$ cat config.mk
export PLATFORM = sky130hd
export DESIGN_NAME = simpleProc
export DESIGN_NICKNAME = d
export VERILOG_FILES = /design/src/rtl/procPkg.sv /design/src/rtl/aluFlags.sv /design/src/rtl/registerFile.sv /design/src/rtl/controlUnit.sv /design/src/rtl/dataPath.sv /design/src/rtl/simpleProc.sv
export SDC_FILE = /design/constraint.sdc
export NUM_CORES = 1
export LEC_CHECK = 0
export ABC_AREA = 1
export BUFFER_PORTS_ARGS = -buffer_cell sky130_fd_sc_hd__buf_4
export CORE_AREA = 2 2 147 149
export DETAILED_ROUTE_END_ITERATION = 7
export DIE_AREA = 0 0 149 151
export PLACE_DENSITY = 0.8
export SYNTH_ARGS = -nofsm -noshare
export SYNTH_HDL_FRONTEND = slang
export SYNTH_HIERARCHICAL = 1
export SYNTH_SLANG_ARGS = --single-unit
$ cat constraint.sdc
create_clock -name Clock -period 10 [get_ports Clock]
set_input_delay 0 -clock Clock [delete_from_list [all_inputs] [get_ports Clock]]
set_output_delay 0 -clock Clock [all_outputs]
set_load 0.02 [all_outputs]
$ cat src/rtl/procPkg.sv
package procPkg;

    localparam int WordWidth = 16;
    localparam int RegIdxWidth = 3;

    typedef logic [WordWidth-1:0] wordT;
    typedef logic [RegIdxWidth-1:0] regIdxT;

    localparam regIdxT PcIdx = 3'd7; // r7 is the program counter

    // III field of the instruction
    typedef enum logic [2:0] {
        opMv, opMvt, opAdd, opSub, opLd, opSt, opAnd, opCmp
    } opcodeT;

    // branch condition sits in the rX field
    typedef enum logic [2:0] {
        condNone, condEq, condNe, condCc, condCs, condPl, condMi, condRsvd
    } condT;

    typedef enum logic [2:0] {
        stepT0, stepT1, stepT2, stepT3, stepT4, stepT5
    } tStepT;

    // selR0..selPc line up with the register index
    typedef enum logic [3:0] {
        selR0, selR1, selR2, selR3, selR4, selR5, selR6, selPc,
        selG, selImmSext, selImmHigh, selDin
    } busSelT;

    typedef enum logic [1:0] {aluAdd, aluSub, aluAnd} aluOpT;

    typedef struct packed {
        opcodeT      opcode;
        logic        imm;  // M bit
        regIdxT      rX;
        logic [8:0]  data; // immediate, or rY in the low bits
    } instrT;

    typedef struct packed {
        logic c;
        logic z;
        logic n;
    } flagsT;

    typedef struct packed {
        busSelT busSel;
        logic   rXWrite;
        logic   aLoad;
        logic   gLoad;
        aluOpT  aluOp;
        logic   flagLoad;
        logic   irLoad;
        logic   addrLoad;
        logic   doutLoad;
        logic   writeMem;
        logic   pcIncr;
        logic   pcLoad;
    } ctrlT;

endpackage

$ cat src/rtl/aluFlags.sv
`timescale 1ns/10ps

module aluFlags (
    input  logic           Clock,
    input  logic           rstN,
    input  procPkg::wordT  busData,
    input  logic           aLoad,
    input  logic           gLoad,
    input  logic           flagLoad,
    input  procPkg::aluOpT aluOp,
    output procPkg::wordT  g,
    output procPkg::flagsT flags
);
    import procPkg::*;

    wordT a;      // first operand, latched from the bus
    wordT result;
    logic carry;

    always_ff @(posedge Clock or negedge rstN) begin
        if (!rstN)
            a <= '0;
        else if (aLoad)
            a <= busData;
    end

    always_comb begin
        carry = 1'b0;
        case (aluOp)
            aluAdd:
                {carry, result} = {1'b0, a} + {1'b0, busData};
            aluSub: // A + ~B + 1
                {carry, result} = {1'b0, a} + {1'b0, ~busData} + 17'd1;
            default:
                result = a & busData; // carry stays 0
        endcase
    end

    always_ff @(posedge Clock or negedge rstN) begin
        if (!rstN)
            g <= '0;
        else if (gLoad)
            g <= result;
    end

    always_ff @(posedge Clock or negedge rstN) begin
        if (!rstN) begin
            flags <= '0;
        end else if (flagLoad) begin
            flags.c <= carry;
            flags.z <= (result == '0);
            flags.n <= result[WordWidth-1]; // sign bit
        end
    end

endmodule

$ cat src/rtl/registerFile.sv
`timescale 1ns/10ps

module registerFile #(
    parameter procPkg::wordT ResetPc = '0
) (
    input  logic            Clock,
    input  logic            rstN,
    input  procPkg::wordT   busData,
    input  procPkg::regIdxT writeIdx,
    input  logic            rXWrite,
    input  logic            pcIncr,
    input  logic            pcLoad,
    output procPkg::wordT   regs [0:6],
    output procPkg::wordT   pc
);
    import procPkg::*;

    logic pcWrite; // explicit load or mv into r7

    assign pcWrite = pcLoad || (rXWrite && writeIdx == PcIdx);

    // r0 to r6, r5 is a plain register here
    always_ff @(posedge Clock or negedge rstN) begin
        if (!rstN) begin
            for (int i = 0; i < 7; i++)
                regs[i] <= '0;
        end else if (rXWrite && writeIdx != PcIdx) begin
            regs[writeIdx] <= busData;
        end
    end

    always_ff @(posedge Clock or negedge rstN) begin
        if (!rstN)
            pc <= ResetPc;
        else if (pcWrite)
            pc <= busData;   // load wins over increment
        else if (pcIncr)
            pc <= pc + 1'b1;
    end

    // fetch increment and any pc write come from different steps
    pcSingleSource: assert property (@(posedge Clock) disable iff (!rstN)
        !(pcIncr && pcWrite))
        else $error("pc increment and load in the same cycle");

endmodule

$ cat src/rtl/controlUnit.sv
`timescale 1ns/10ps

module controlUnit (
    input  logic           Clock,
    input  logic           rstN,
    input  logic           Run,
    input  procPkg::instrT ir,
    input  procPkg::flagsT flags,
    output procPkg::ctrlT  ctrl
);
    import procPkg::*;

    // no source on the bus, outside the defined selector range
    localparam busSelT BusIdle = busSelT'(4'hF);

    tStepT  step, stepNext;
    logic   done;       // last step of the instruction
    busSelT rXSel;      // bus selector for rX
    busSelT rYSel;      // bus selector for rY
    busSelT operandSel; // second operand, rY or immediate
    condT   cond;
    logic   taken;

    assign rXSel = busSelT'({1'b0, ir.rX});
    assign rYSel = busSelT'({1'b0, ir.data[2:0]});
    assign operandSel = ir.imm ? selImmSext : rYSel;
    assign cond = condT'(ir.rX);

    function automatic logic branchTaken(condT c, flagsT f);
        case (c)
            condNone: return 1'b1;
            condEq:   return f.z;
            condNe:   return !f.z;
            condCc:   return !f.c;
            condCs:   return f.c;
            condPl:   return !f.n;
            condMi:   return f.n;
            default:  return 1'b0; // reserved code, never taken
        endcase
    endfunction

    assign taken = branchTaken(cond, flags);

    always_ff @(posedge Clock or negedge rstN) begin
        if (!rstN)
            step <= stepT0;
        else
            step <= stepNext;
    end

    always_comb begin
        case (step)
            stepT0:  stepNext = Run ? stepT1 : stepT0; // hold while Run is low
            stepT1:  stepNext = stepT2;
            stepT2:  stepNext = stepT3;
            stepT3:  stepNext = done ? stepT0 : stepT4;
            stepT4:  stepNext = done ? stepT0 : stepT5;
            default: stepNext = stepT0;                // T5 always ends
        endcase
    end

    // one control word per step
    always_comb begin
        ctrl = '0;
        ctrl.busSel = BusIdle;
        ctrl.aluOp = aluAdd;
        done = 1'b0;
        case (step)
            stepT0: begin // fetch address from pc
                ctrl.busSel = selPc;
                ctrl.addrLoad = 1'b1;
                ctrl.pcIncr = Run;
            end
            stepT1: ;     // memory read latency
            stepT2: ctrl.irLoad = 1'b1;
            stepT3: begin
                case (ir.opcode)
                    opMv: begin
                        ctrl.busSel = ir.imm ? selImmSext : rYSel;
                        ctrl.rXWrite = 1'b1;
                        done = 1'b1;
                    end
                    opMvt: begin
                        if (ir.imm) begin // mvt
                            ctrl.busSel = selImmHigh;
                            ctrl.rXWrite = 1'b1;
                            done = 1'b1;
                        end else if (taken) begin
                            ctrl.busSel = selPc; // A gets the incremented pc
                            ctrl.aLoad = 1'b1;
                        end else begin
                            done = 1'b1;         // branch falls through
                        end
                    end
                    opAdd, opSub, opAnd, opCmp: begin
                        ctrl.busSel = rXSel;
                        ctrl.aLoad = 1'b1;
                    end
                    default: begin // ld and st send rY to ADDR
                        ctrl.busSel = rYSel;
                        ctrl.addrLoad = 1'b1;
                    end
                endcase
            end
            stepT4: begin
                case (ir.opcode)
                    opMvt: begin // taken branch, G = pc + offset
                        ctrl.busSel = selImmSext;
                        ctrl.gLoad = 1'b1;
                    end
                    opAdd, opSub, opAnd: begin
                        ctrl.busSel = operandSel;
                        ctrl.aluOp = (ir.opcode == opAdd) ? aluAdd :
                                     (ir.opcode == opSub) ? aluSub : aluAnd;
                        ctrl.gLoad = 1'b1;
                        ctrl.flagLoad = 1'b1;
                    end
                    opCmp: begin
                        ctrl.busSel = operandSel;
                        ctrl.aluOp = aluSub; // flags only, G untouched
                        ctrl.flagLoad = 1'b1;
                        done = 1'b1;
                    end
                    opSt: begin
                        ctrl.busSel = rXSel;
                        ctrl.doutLoad = 1'b1;
                        ctrl.writeMem = 1'b1;
                        done = 1'b1;
                    end
                    default: ; // ld waits for DIN
                endcase
            end
            stepT5: begin
                case (ir.opcode)
                    opMvt: begin
                        ctrl.busSel = selG;
                        ctrl.pcLoad = 1'b1;
                    end
                    opLd: begin
                        ctrl.busSel = selDin;
                        ctrl.rXWrite = 1'b1;
                    end
                    default: begin // add, sub, and write back
                        ctrl.busSel = selG;
                        ctrl.rXWrite = 1'b1;
                    end
                endcase
                done = 1'b1;
            end
            default: ;
        endcase
    end

    // a store strobe comes only from st in T4 and that step ends the instruction
    writeOnlyInStore: assert property (@(posedge Clock) disable iff (!rstN)
        ctrl.writeMem |-> (step == stepT4 && ir.opcode == opSt) ##1 (step == stepT0))
        else $error("writeMem outside st T4");

endmodule

$ cat src/rtl/dataPath.sv
`timescale 1ns/10ps

module dataPath #(
    parameter procPkg::wordT ResetPc = '0
) (
    input  logic           Clock,
    input  logic           rstN,
    input  procPkg::ctrlT  ctrl,
    input  procPkg::wordT  DIN,
    output procPkg::instrT ir,
    output procPkg::flagsT flags,
    output procPkg::wordT  DOUT,
    output procPkg::wordT  ADDR,
    output logic           W
);
    import procPkg::*;

    wordT   busData;
    wordT   regs [0:6];
    wordT   pc;
    wordT   g;
    regIdxT regSel;  // register picked by an r0..r6 selector
    logic   anyLoad; // something takes the bus this cycle

    assign regSel = regIdxT'(ctrl.busSel[2:0]);
    assign anyLoad = ctrl.rXWrite || ctrl.aLoad || ctrl.gLoad || ctrl.flagLoad
                   || ctrl.addrLoad || ctrl.doutLoad || ctrl.pcLoad;

    always_comb begin
        case (ctrl.busSel)
            selR0, selR1, selR2, selR3, selR4, selR5, selR6:
                busData = regs[regSel];
            selPc:      busData = pc;
            selG:       busData = g;
            selImmSext: busData = {{7{ir.data[8]}}, ir.data}; // 9-bit signed
            selImmHigh: busData = {ir.data[7:0], 8'h00};      // upper byte
            selDin:     busData = DIN;
            default:    busData = '0;                         // idle bus
        endcase
    end

    always_ff @(posedge Clock or negedge rstN) begin
        if (!rstN) begin
            ir <= '0;
            ADDR <= '0;
            DOUT <= '0;
            W <= 1'b0;
        end else begin
            if (ctrl.irLoad)
                ir <= instrT'(DIN);
            if (ctrl.addrLoad)
                ADDR <= busData;
            if (ctrl.doutLoad)
                DOUT <= busData;
            W <= ctrl.writeMem; // one cycle behind the store step
        end
    end

    registerFile #(.ResetPc(ResetPc)) regFile (
        .Clock   (Clock),
        .rstN    (rstN),
        .busData (busData),
        .writeIdx(ir.rX),
        .rXWrite (ctrl.rXWrite),
        .pcIncr  (ctrl.pcIncr),
        .pcLoad  (ctrl.pcLoad),
        .regs    (regs),
        .pc      (pc)
    );

    aluFlags alu (
        .Clock   (Clock),
        .rstN    (rstN),
        .busData (busData),
        .aLoad   (ctrl.aLoad),
        .gLoad   (ctrl.gLoad),
        .flagLoad(ctrl.flagLoad),
        .aluOp   (ctrl.aluOp),
        .g       (g),
        .flags   (flags)
    );

    // a load never samples the idle bus
    busDefinedOnLoad: assert property (@(posedge Clock) disable iff (!rstN)
        anyLoad |-> ctrl.busSel inside {[selR0:selDin]})
        else $error("bus load from undefined source");

endmodule

$ cat src/rtl/simpleProc.sv
`timescale 1ns/10ps

module simpleProc #(
    parameter procPkg::wordT ResetPc = '0
) (
    input  logic          Clock,
    input  logic          rstN,
    input  logic          Run,  // low holds the machine in T0
    input  procPkg::wordT DIN,
    output procPkg::wordT DOUT,
    output procPkg::wordT ADDR,
    output logic          W
);
    import procPkg::*;

    ctrlT  ctrl;  // control word for this cycle
    instrT ir;    // decoded by the control unit
    flagsT flags; // c, z, n for branches

    controlUnit ctrlUnit (
        .Clock(Clock),
        .rstN (rstN),
        .Run  (Run),
        .ir   (ir),
        .flags(flags),
        .ctrl (ctrl)
    );

    dataPath #(.ResetPc(ResetPc)) dp (
        .Clock(Clock),
        .rstN (rstN),
        .ctrl (ctrl),
        .DIN  (DIN),
        .ir   (ir),
        .flags(flags),
        .DOUT (DOUT),
        .ADDR (ADDR),
        .W    (W)
    );

endmodule

==> results.py, run 1 <==
metrics = {
    "route": {
        "post_drt_wl_per_cell_um": 17.9,
        "ant_nets": 0,
        "first_iter_violations": 1262,
        "drtPass1Iterations": 5,
        "vias": 13032,
        "viasPerCell": 5.66,
        "drt-total-wl_mm": 41.3,
        "drcViolationCount": 0,
    },
    "global_routing": {
        "grtUsageTotal": 0.376,
        "gr-total-overflow": 0,
        "grt_pass1_vias": 12486,
        "grt_max_degree": 78,
        "grt_first_pass_wirelength_mm": 66.0,
        "antenna_found_initial": 0,
    },
    "setup_path": {
        "critPathMaxFanout": 21,
        "r2r_start": "dp/ir[14]",
        "cp.required_ns": 10.45,
        "r2r_cells": 29,
        "path_class": "flip-flop to flip-flop",
        "startpoint_type": "flip-flop",
        "crit_top_cell": "nand2_1",
        "slowest_delay_ns": 0.56,
        "rrSetupSlack_ns": 4.08,
        "startpoint": "dp/ir[14]",
        "slowest_stage": "inv_2",
        "crit_path_end_kind": "flip-flop",
        "worstPathArrival_ns": 6.37,
    },
    "placed_design": {
        "dpl.cell_count": 2242,
        "portBuffers": 51,
        "place_congestion": 1.08,
        "place_hpwl_mm": 28.7,
    },
    "yosys": {
        "syn_area_per_cell_um2": 6.77,
        "synthFlopType": "dfrtp_1",
        "yosysUniqueCellTypes": 45,
        "ys_warn_count": 6,
        "synth.area.top_cells": "dfrtp_1, nand2_1, inv_1",
        "synthArstFlopShare": 1.00,
        "syn-num-nets": 2034,
        "synth_edf_count": 0,
        "syn_inst": 1979,
        "synth_top_area_frac": 0.402,
        "synth-seq-cells": 215,
        "syn_area_um2": 13400,
        "yosysTopAreaCell": "dfrtp_1",
        "ys_seq_area_frac": 0.402,
    },
    "timing": {
        "fmax_ghz": 0.169,
        "finalCritPeriodShare": 0.592,
        "fin_setup_tns_ns": 0,
        "rsz0062_at_grt": "false",
        "final.min_clock_period_ns": 5.92,
        "slew_headroom": 0.227,
        "final_hold_viol_count": 0,
        "maxSlewViolCount": 0,
        "finalSetupViolCount": 0,
        "worst_slew_pin_slew_ns": 1.16,
        "finClkSkew_ns": 0.0173,
    },
    "clocking": {
        "clockRootBuffer": "clkbuf_16",
        "cts_tree": "built",
        "clock_path_buffers": 3,
        "clk_latency_ns": 0.52,
        "cts.reportedPaths.clkPinSlew_ns": 0.06,
        "cts_buffers": 24,
        "cts_resized": 0,
        "htree_levels": 1,
        "cts.sinks": 215,
    },
    "floorplan": {
        "dieArea_um2": 22500,
        "die_x_um": 149,
        "io_pins": 52,
        "core-area_um2": 20800,
        "start_util": 0.643,
        "die_h_um": 151,
        "row_count": 53,
    },
    "final_layout": {
        "layout.cells.non_filler": 2303,
        "fill_cells": 1789,
        "utilization": 0.708,
        "antennaDiodeCount": 0,
        "nets": 2066,
        "layout_common_cells": "nand2_1, inv_1, dfrtp_1, nand3_1, nor2_1",
        "syn_to_final_growth_pct": 9.99,
        "multi_input_area_um2": 6570,
        "seqCellArea_um2": 5380,
        "layout-drive-gt1-share": 0.0843,
        "final_common_cell": "nand2_1",
    },
    "job": {
        "maxCapViolCount": 0,
    },
    "run_status": {
        "status": "finished, final reports clean",
    },
    "hold_path": {
        "hp-class": "primary input to async pin",
    },
}
[logic make-up (layout without fill, tap and decap cells)]
logic type,Yosys count,after routing,synth area share
AOI/OAI and AO/OA,200,200,0.0784
xor gates and xnor gates,6,6,0.00392
adders and majority gates,36,36,0.0347
buffers and inverters,351,400,0.109
DFF,215,215,0.402
muxes,26,26,0.0219
and+or+nand+nor,1145,1145,0.350
[cells in the mapped netlist, types with 3 or more instances]
master and n:
nand2_1 809, inv_1 263, dfrtp_1 215, nand3_1 146, nor2_1 125, o21ai_0 123
a21oi_1 50, clkbuf_1 35, ha_1 34, mux2_2 26, nand4_1 20, buf_2 15
buf_6 13, inv_2 11, nor3_1 11, o21ai_1 10, nor2_2 9, nand2_2 8
o21bai_1 7, nor2_4 6, buf_1 5, buf_4 5, xnor2_1 3, xor2_1 3
[state kept, by name, indices dropped and copies added (netlist names)]
name and flops:
dp/regFile/regs 112, dp/ADDR 16, dp/DOUT 16, dp/alu/a 16
dp/alu/g 16, dp/ir 16, dp/regFile/pc 16, ctrlUnit/step 3
dp/alu/flags 3, dp/W 1
[layout make-up]
type,count,share of cell area
Clock buffer,38,0.0485
Clock inverter,5,0.00195
Inverter,276,0.0707
Multi-Input combinational cell,1413,0.446
Sequential cell,215,0.365
Tap cell,275,0.0234
Timing Repair Buffer,81,0.0448
[per-stage QoR]
| stage | hold WS [ns] | instance area, um2 | setup WS, ns |
|---|---|---|---|
| finish | 0.0672 | 14700 | 4.08 |
| global route | 0.116 | 14700 | 3.54 |
| CTS | 0.0758 | 14700 | 4.32 |
| detailed placement | 0.0170 | 13800 | 4.37 |
| global placement | 0.00989 | 13800 | 4.24 |
| floorplan | -0.296 | 13400 | 6.43 |
[final timing paths]
check | endpoint
max | dp/alu/flags[1]
min | dp/regFile/regs[60]
max reg2reg | dp/alu/flags[1]
min reg2reg | dp/regFile/regs[87]
max in group asynchronous | dp/DOUT[10]
min in group Clock | dp/ir[8]
[worst max-delay path: cells and delay by family, from the launching register on]
kind	cells	cell delay, ns
adders and majority gates	1	0.35
and+or+nand+nor	22	3.87
buffers and inverters	5	1.01
DFF	1	0.52
AOI/OAI and AO/OA	1	0.11
[routing by layer]
metal / global-route usage / part of all wire / vias to the layer above / wire (um)
li1: - / - / 6177 / -
met2: 0.624 / 0.46 / 603 / 19200
met1: 0.481 / 0.39 / 6109 / 16200
met4: 0.188 / 0.059 / 0 / 2420
met3: 0.0587 / 0.085 / 143 / 3510
met5: 0 / 0 / - / 0
[timing repair]
| item | 4_1_cts | 5_1_grt |
|---|---|---|
| hold buffers | 18 | 0 |
| endpoints found under the hold margin | 92 | 0 |
| buffers inserted | 0 | 0 |
Power of run 1 is left out: the tool's default activity adds up to more than one toggle a clock period on the data nets, which glitch-free logic cannot reach.
==> inputs of run 2 (changes only) <==
CORE_AREA = 2 2 149 151   (was 2 2 147 149)
DIE_AREA = 0 0 151 153   (was 0 0 149 151)
PLACE_DENSITY = 0.78   (was 0.8)
clock period = 5.9 ns   (was 10 ns; I/O delays follow)
==> run 2 against run 1 <==
Final cell count up 0.65%. Clock skew is 0.0040 ns lower. Critical path depth is 1 lower. Final area rose by 0.99%. Maximum frequency is 13% higher. Critical path type unchanged. Utilization is 1.5 points lower. First-iteration DRC count up 20%. Via count decreased by 0.82%. Sequential share of layout area is 0.36 points lower. Critical endpoint is now dp/alu/g[15].
==> results.py, run 2 (synthesized netlist as in run 1, its figures left out) <==
metrics = {
    "setup_path": {
        "critPathMaxFanout": 32,
        "slowest_stage": "ha_1",
        "cp.required_ns": 6.32,
        "path_class": "flip-flop to flip-flop",
        "rrSetupSlack_ns": 0.67,
        "r2r_end": "dp/alu/g[15]",
        "startpoint_type": "flip-flop",
        "crit_top_cell": "nand2_1",
        "crit_path_end_kind": "flip-flop",
        "r2r_cells": 28,
        "r2r_start": "dp/ir[14]",
        "slowest_delay_ns": 0.53,
        "worstPathArrival_ns": 5.65,
    },
    "route": {
        "vias": 12925,
        "post_drt_wl_per_cell_um": 18.0,
        "drtPass1Iterations": 7,
        "ant_nets": 0,
        "drcViolationCount": 0,
        "viasPerCell": 5.58,
        "first_iter_violations": 1513,
        "drt-total-wl_mm": 41.7,
    },
    "global_routing": {
        "gr-total-overflow": 0,
        "grtUsageTotal": 0.366,
        "grt_max_degree": 77,
        "antenna_found_initial": 0,
        "grt_pass1_vias": 12359,
        "grt_first_pass_wirelength_mm": 65.7,
    },
    "final_layout": {
        "stdcell_area_um2": 14900,
        "layout_common_cells": "nand2_1, inv_1, dfrtp_1, nand3_1, nor2_1",
        "largest_reg_flops": 112,
        "layout-drive-gt1-share": 0.0918,
        "antennaDiodeCount": 0,
        "nets": 2075,
        "final_common_cell": "nand2_1",
        "syn_to_final_growth_pct": 11.1,
        "layout.cells.non_filler": 2318,
        "largest-register": "dp/regFile/regs",
    },
    "clocking": {
        "clockRootBuffer": "clkbuf_16",
        "cts_buffers": 25,
        "clk_latency_ns": 0.53,
        "cts.sinks": 215,
        "clock_path_buffers": 3,
        "post_cts_buffers": 0,
        "cts.reportedPaths.clkPinSlew_ns": 0.06,
        "htree_levels": 1,
        "cts_tree": "built",
    },
    "timing": {
        "finClkSkew_ns": 0.0133,
        "rsz0062_at_grt": "false",
        "slew_headroom": 0.151,
        "final_hold_viol_count": 0,
        "finalCritPeriodShare": 0.886,
        "final.min_clock_period_ns": 5.23,
        "worst_slew_pin_slew_ns": 1.27,
        "finalSetupViolCount": 0,
        "fmax_ghz": 0.191,
        "fin_setup_tns_ns": 0,
        "maxSlewViolCount": 0,
    },
    "floorplan": {
        "dieArea_um2": 23100,
        "start_util": 0.623,
        "die_x_um": 151,
        "core-area_um2": 21500,
        "io_pins": 52,
        "die_h_um": 153,
        "row_count": 54,
    },
    "job": {
        "maxCapViolCount": 0,
    },
    "hold_path": {
        "hp-class": "primary input to async pin",
    },
    "placed_design": {
        "portBuffers": 51,
        "dpl.cell_count": 2255,
        "place_hpwl_mm": 29.5,
        "place_congestion": 1.01,
        "postPlaceCellArea_um2": 13900,
    },
    "run_status": {
        "status": "finished, final reports clean",
    },
}
-- run 2: changes by cell type in the layout (fill, tap and decap cells not counted), sizes merged --
cell    change
inv         -1
bufinv      +1
clkinv      +4
clkbuf      -2
buf         +8
-- run 2: worst max-delay path: cells and delay by family, from the launching register on --
kind	cells	cell delay [ns]
fa+ha+maj	1	0.53
simple gates	19	2.57
buf+inv	5	1.01
flops	1	0.49
compound gates	2	0.18
mux	1	0.29
-- run 2: stage by stage --
stage	setup WS, ns	hold slack (ns)	util
global placement	0.805	-0.00875	0.646
finish	0.670	0.0194	0.693
floorplan	2.33	-0.296	-
detailed placement	0.795	-0.00522	0.646
CTS	0.732	0.0441	0.693
global route	0.334	0.0786	0.693
-- run 2: timing repair --
action                                 in CTS  in global routing
resized for setup                           0                  0
hold buffers                               18                  0
endpoints found under the hold margin      86                  0
-- run 2: how the worst max path moves through the flow --
stage                          from  slack, ns  cells past startpoint               to
after floorplan           dp/ir[14]       2.33                     28  dp/alu/flags[1]
after global placement    dp/ir[14]       0.81                     28     dp/alu/g[15]
after detailed placement  dp/ir[14]       0.80                     27     dp/alu/g[15]
after CTS                 dp/ir[14]       0.73                     27     dp/alu/g[15]
after global routing      dp/ir[14]       0.33                     28     dp/alu/g[15]
final                     dp/ir[14]       0.67                     28     dp/alu/g[15]
-- run 2: final cells by class --
type	instances	area, um2
inverter	276	1040
sequential	215	5380
clock buffer	36	737
fill	1891	6610
clock inverter	9	73.8
timing repair buffer	89	721
tap	280	350
multi-input combinational	1413	6580
-- run 2: routing by layer --
metal  global-route usage  share of wire  vias up
met2                0.574           0.45      607
met3               0.0660          0.090      113
li1                     -              -     6201
met5                    0              0        -
met4                0.155          0.046        0
met1                0.499           0.42     6004
Power of run 2 is left out for the same reason.
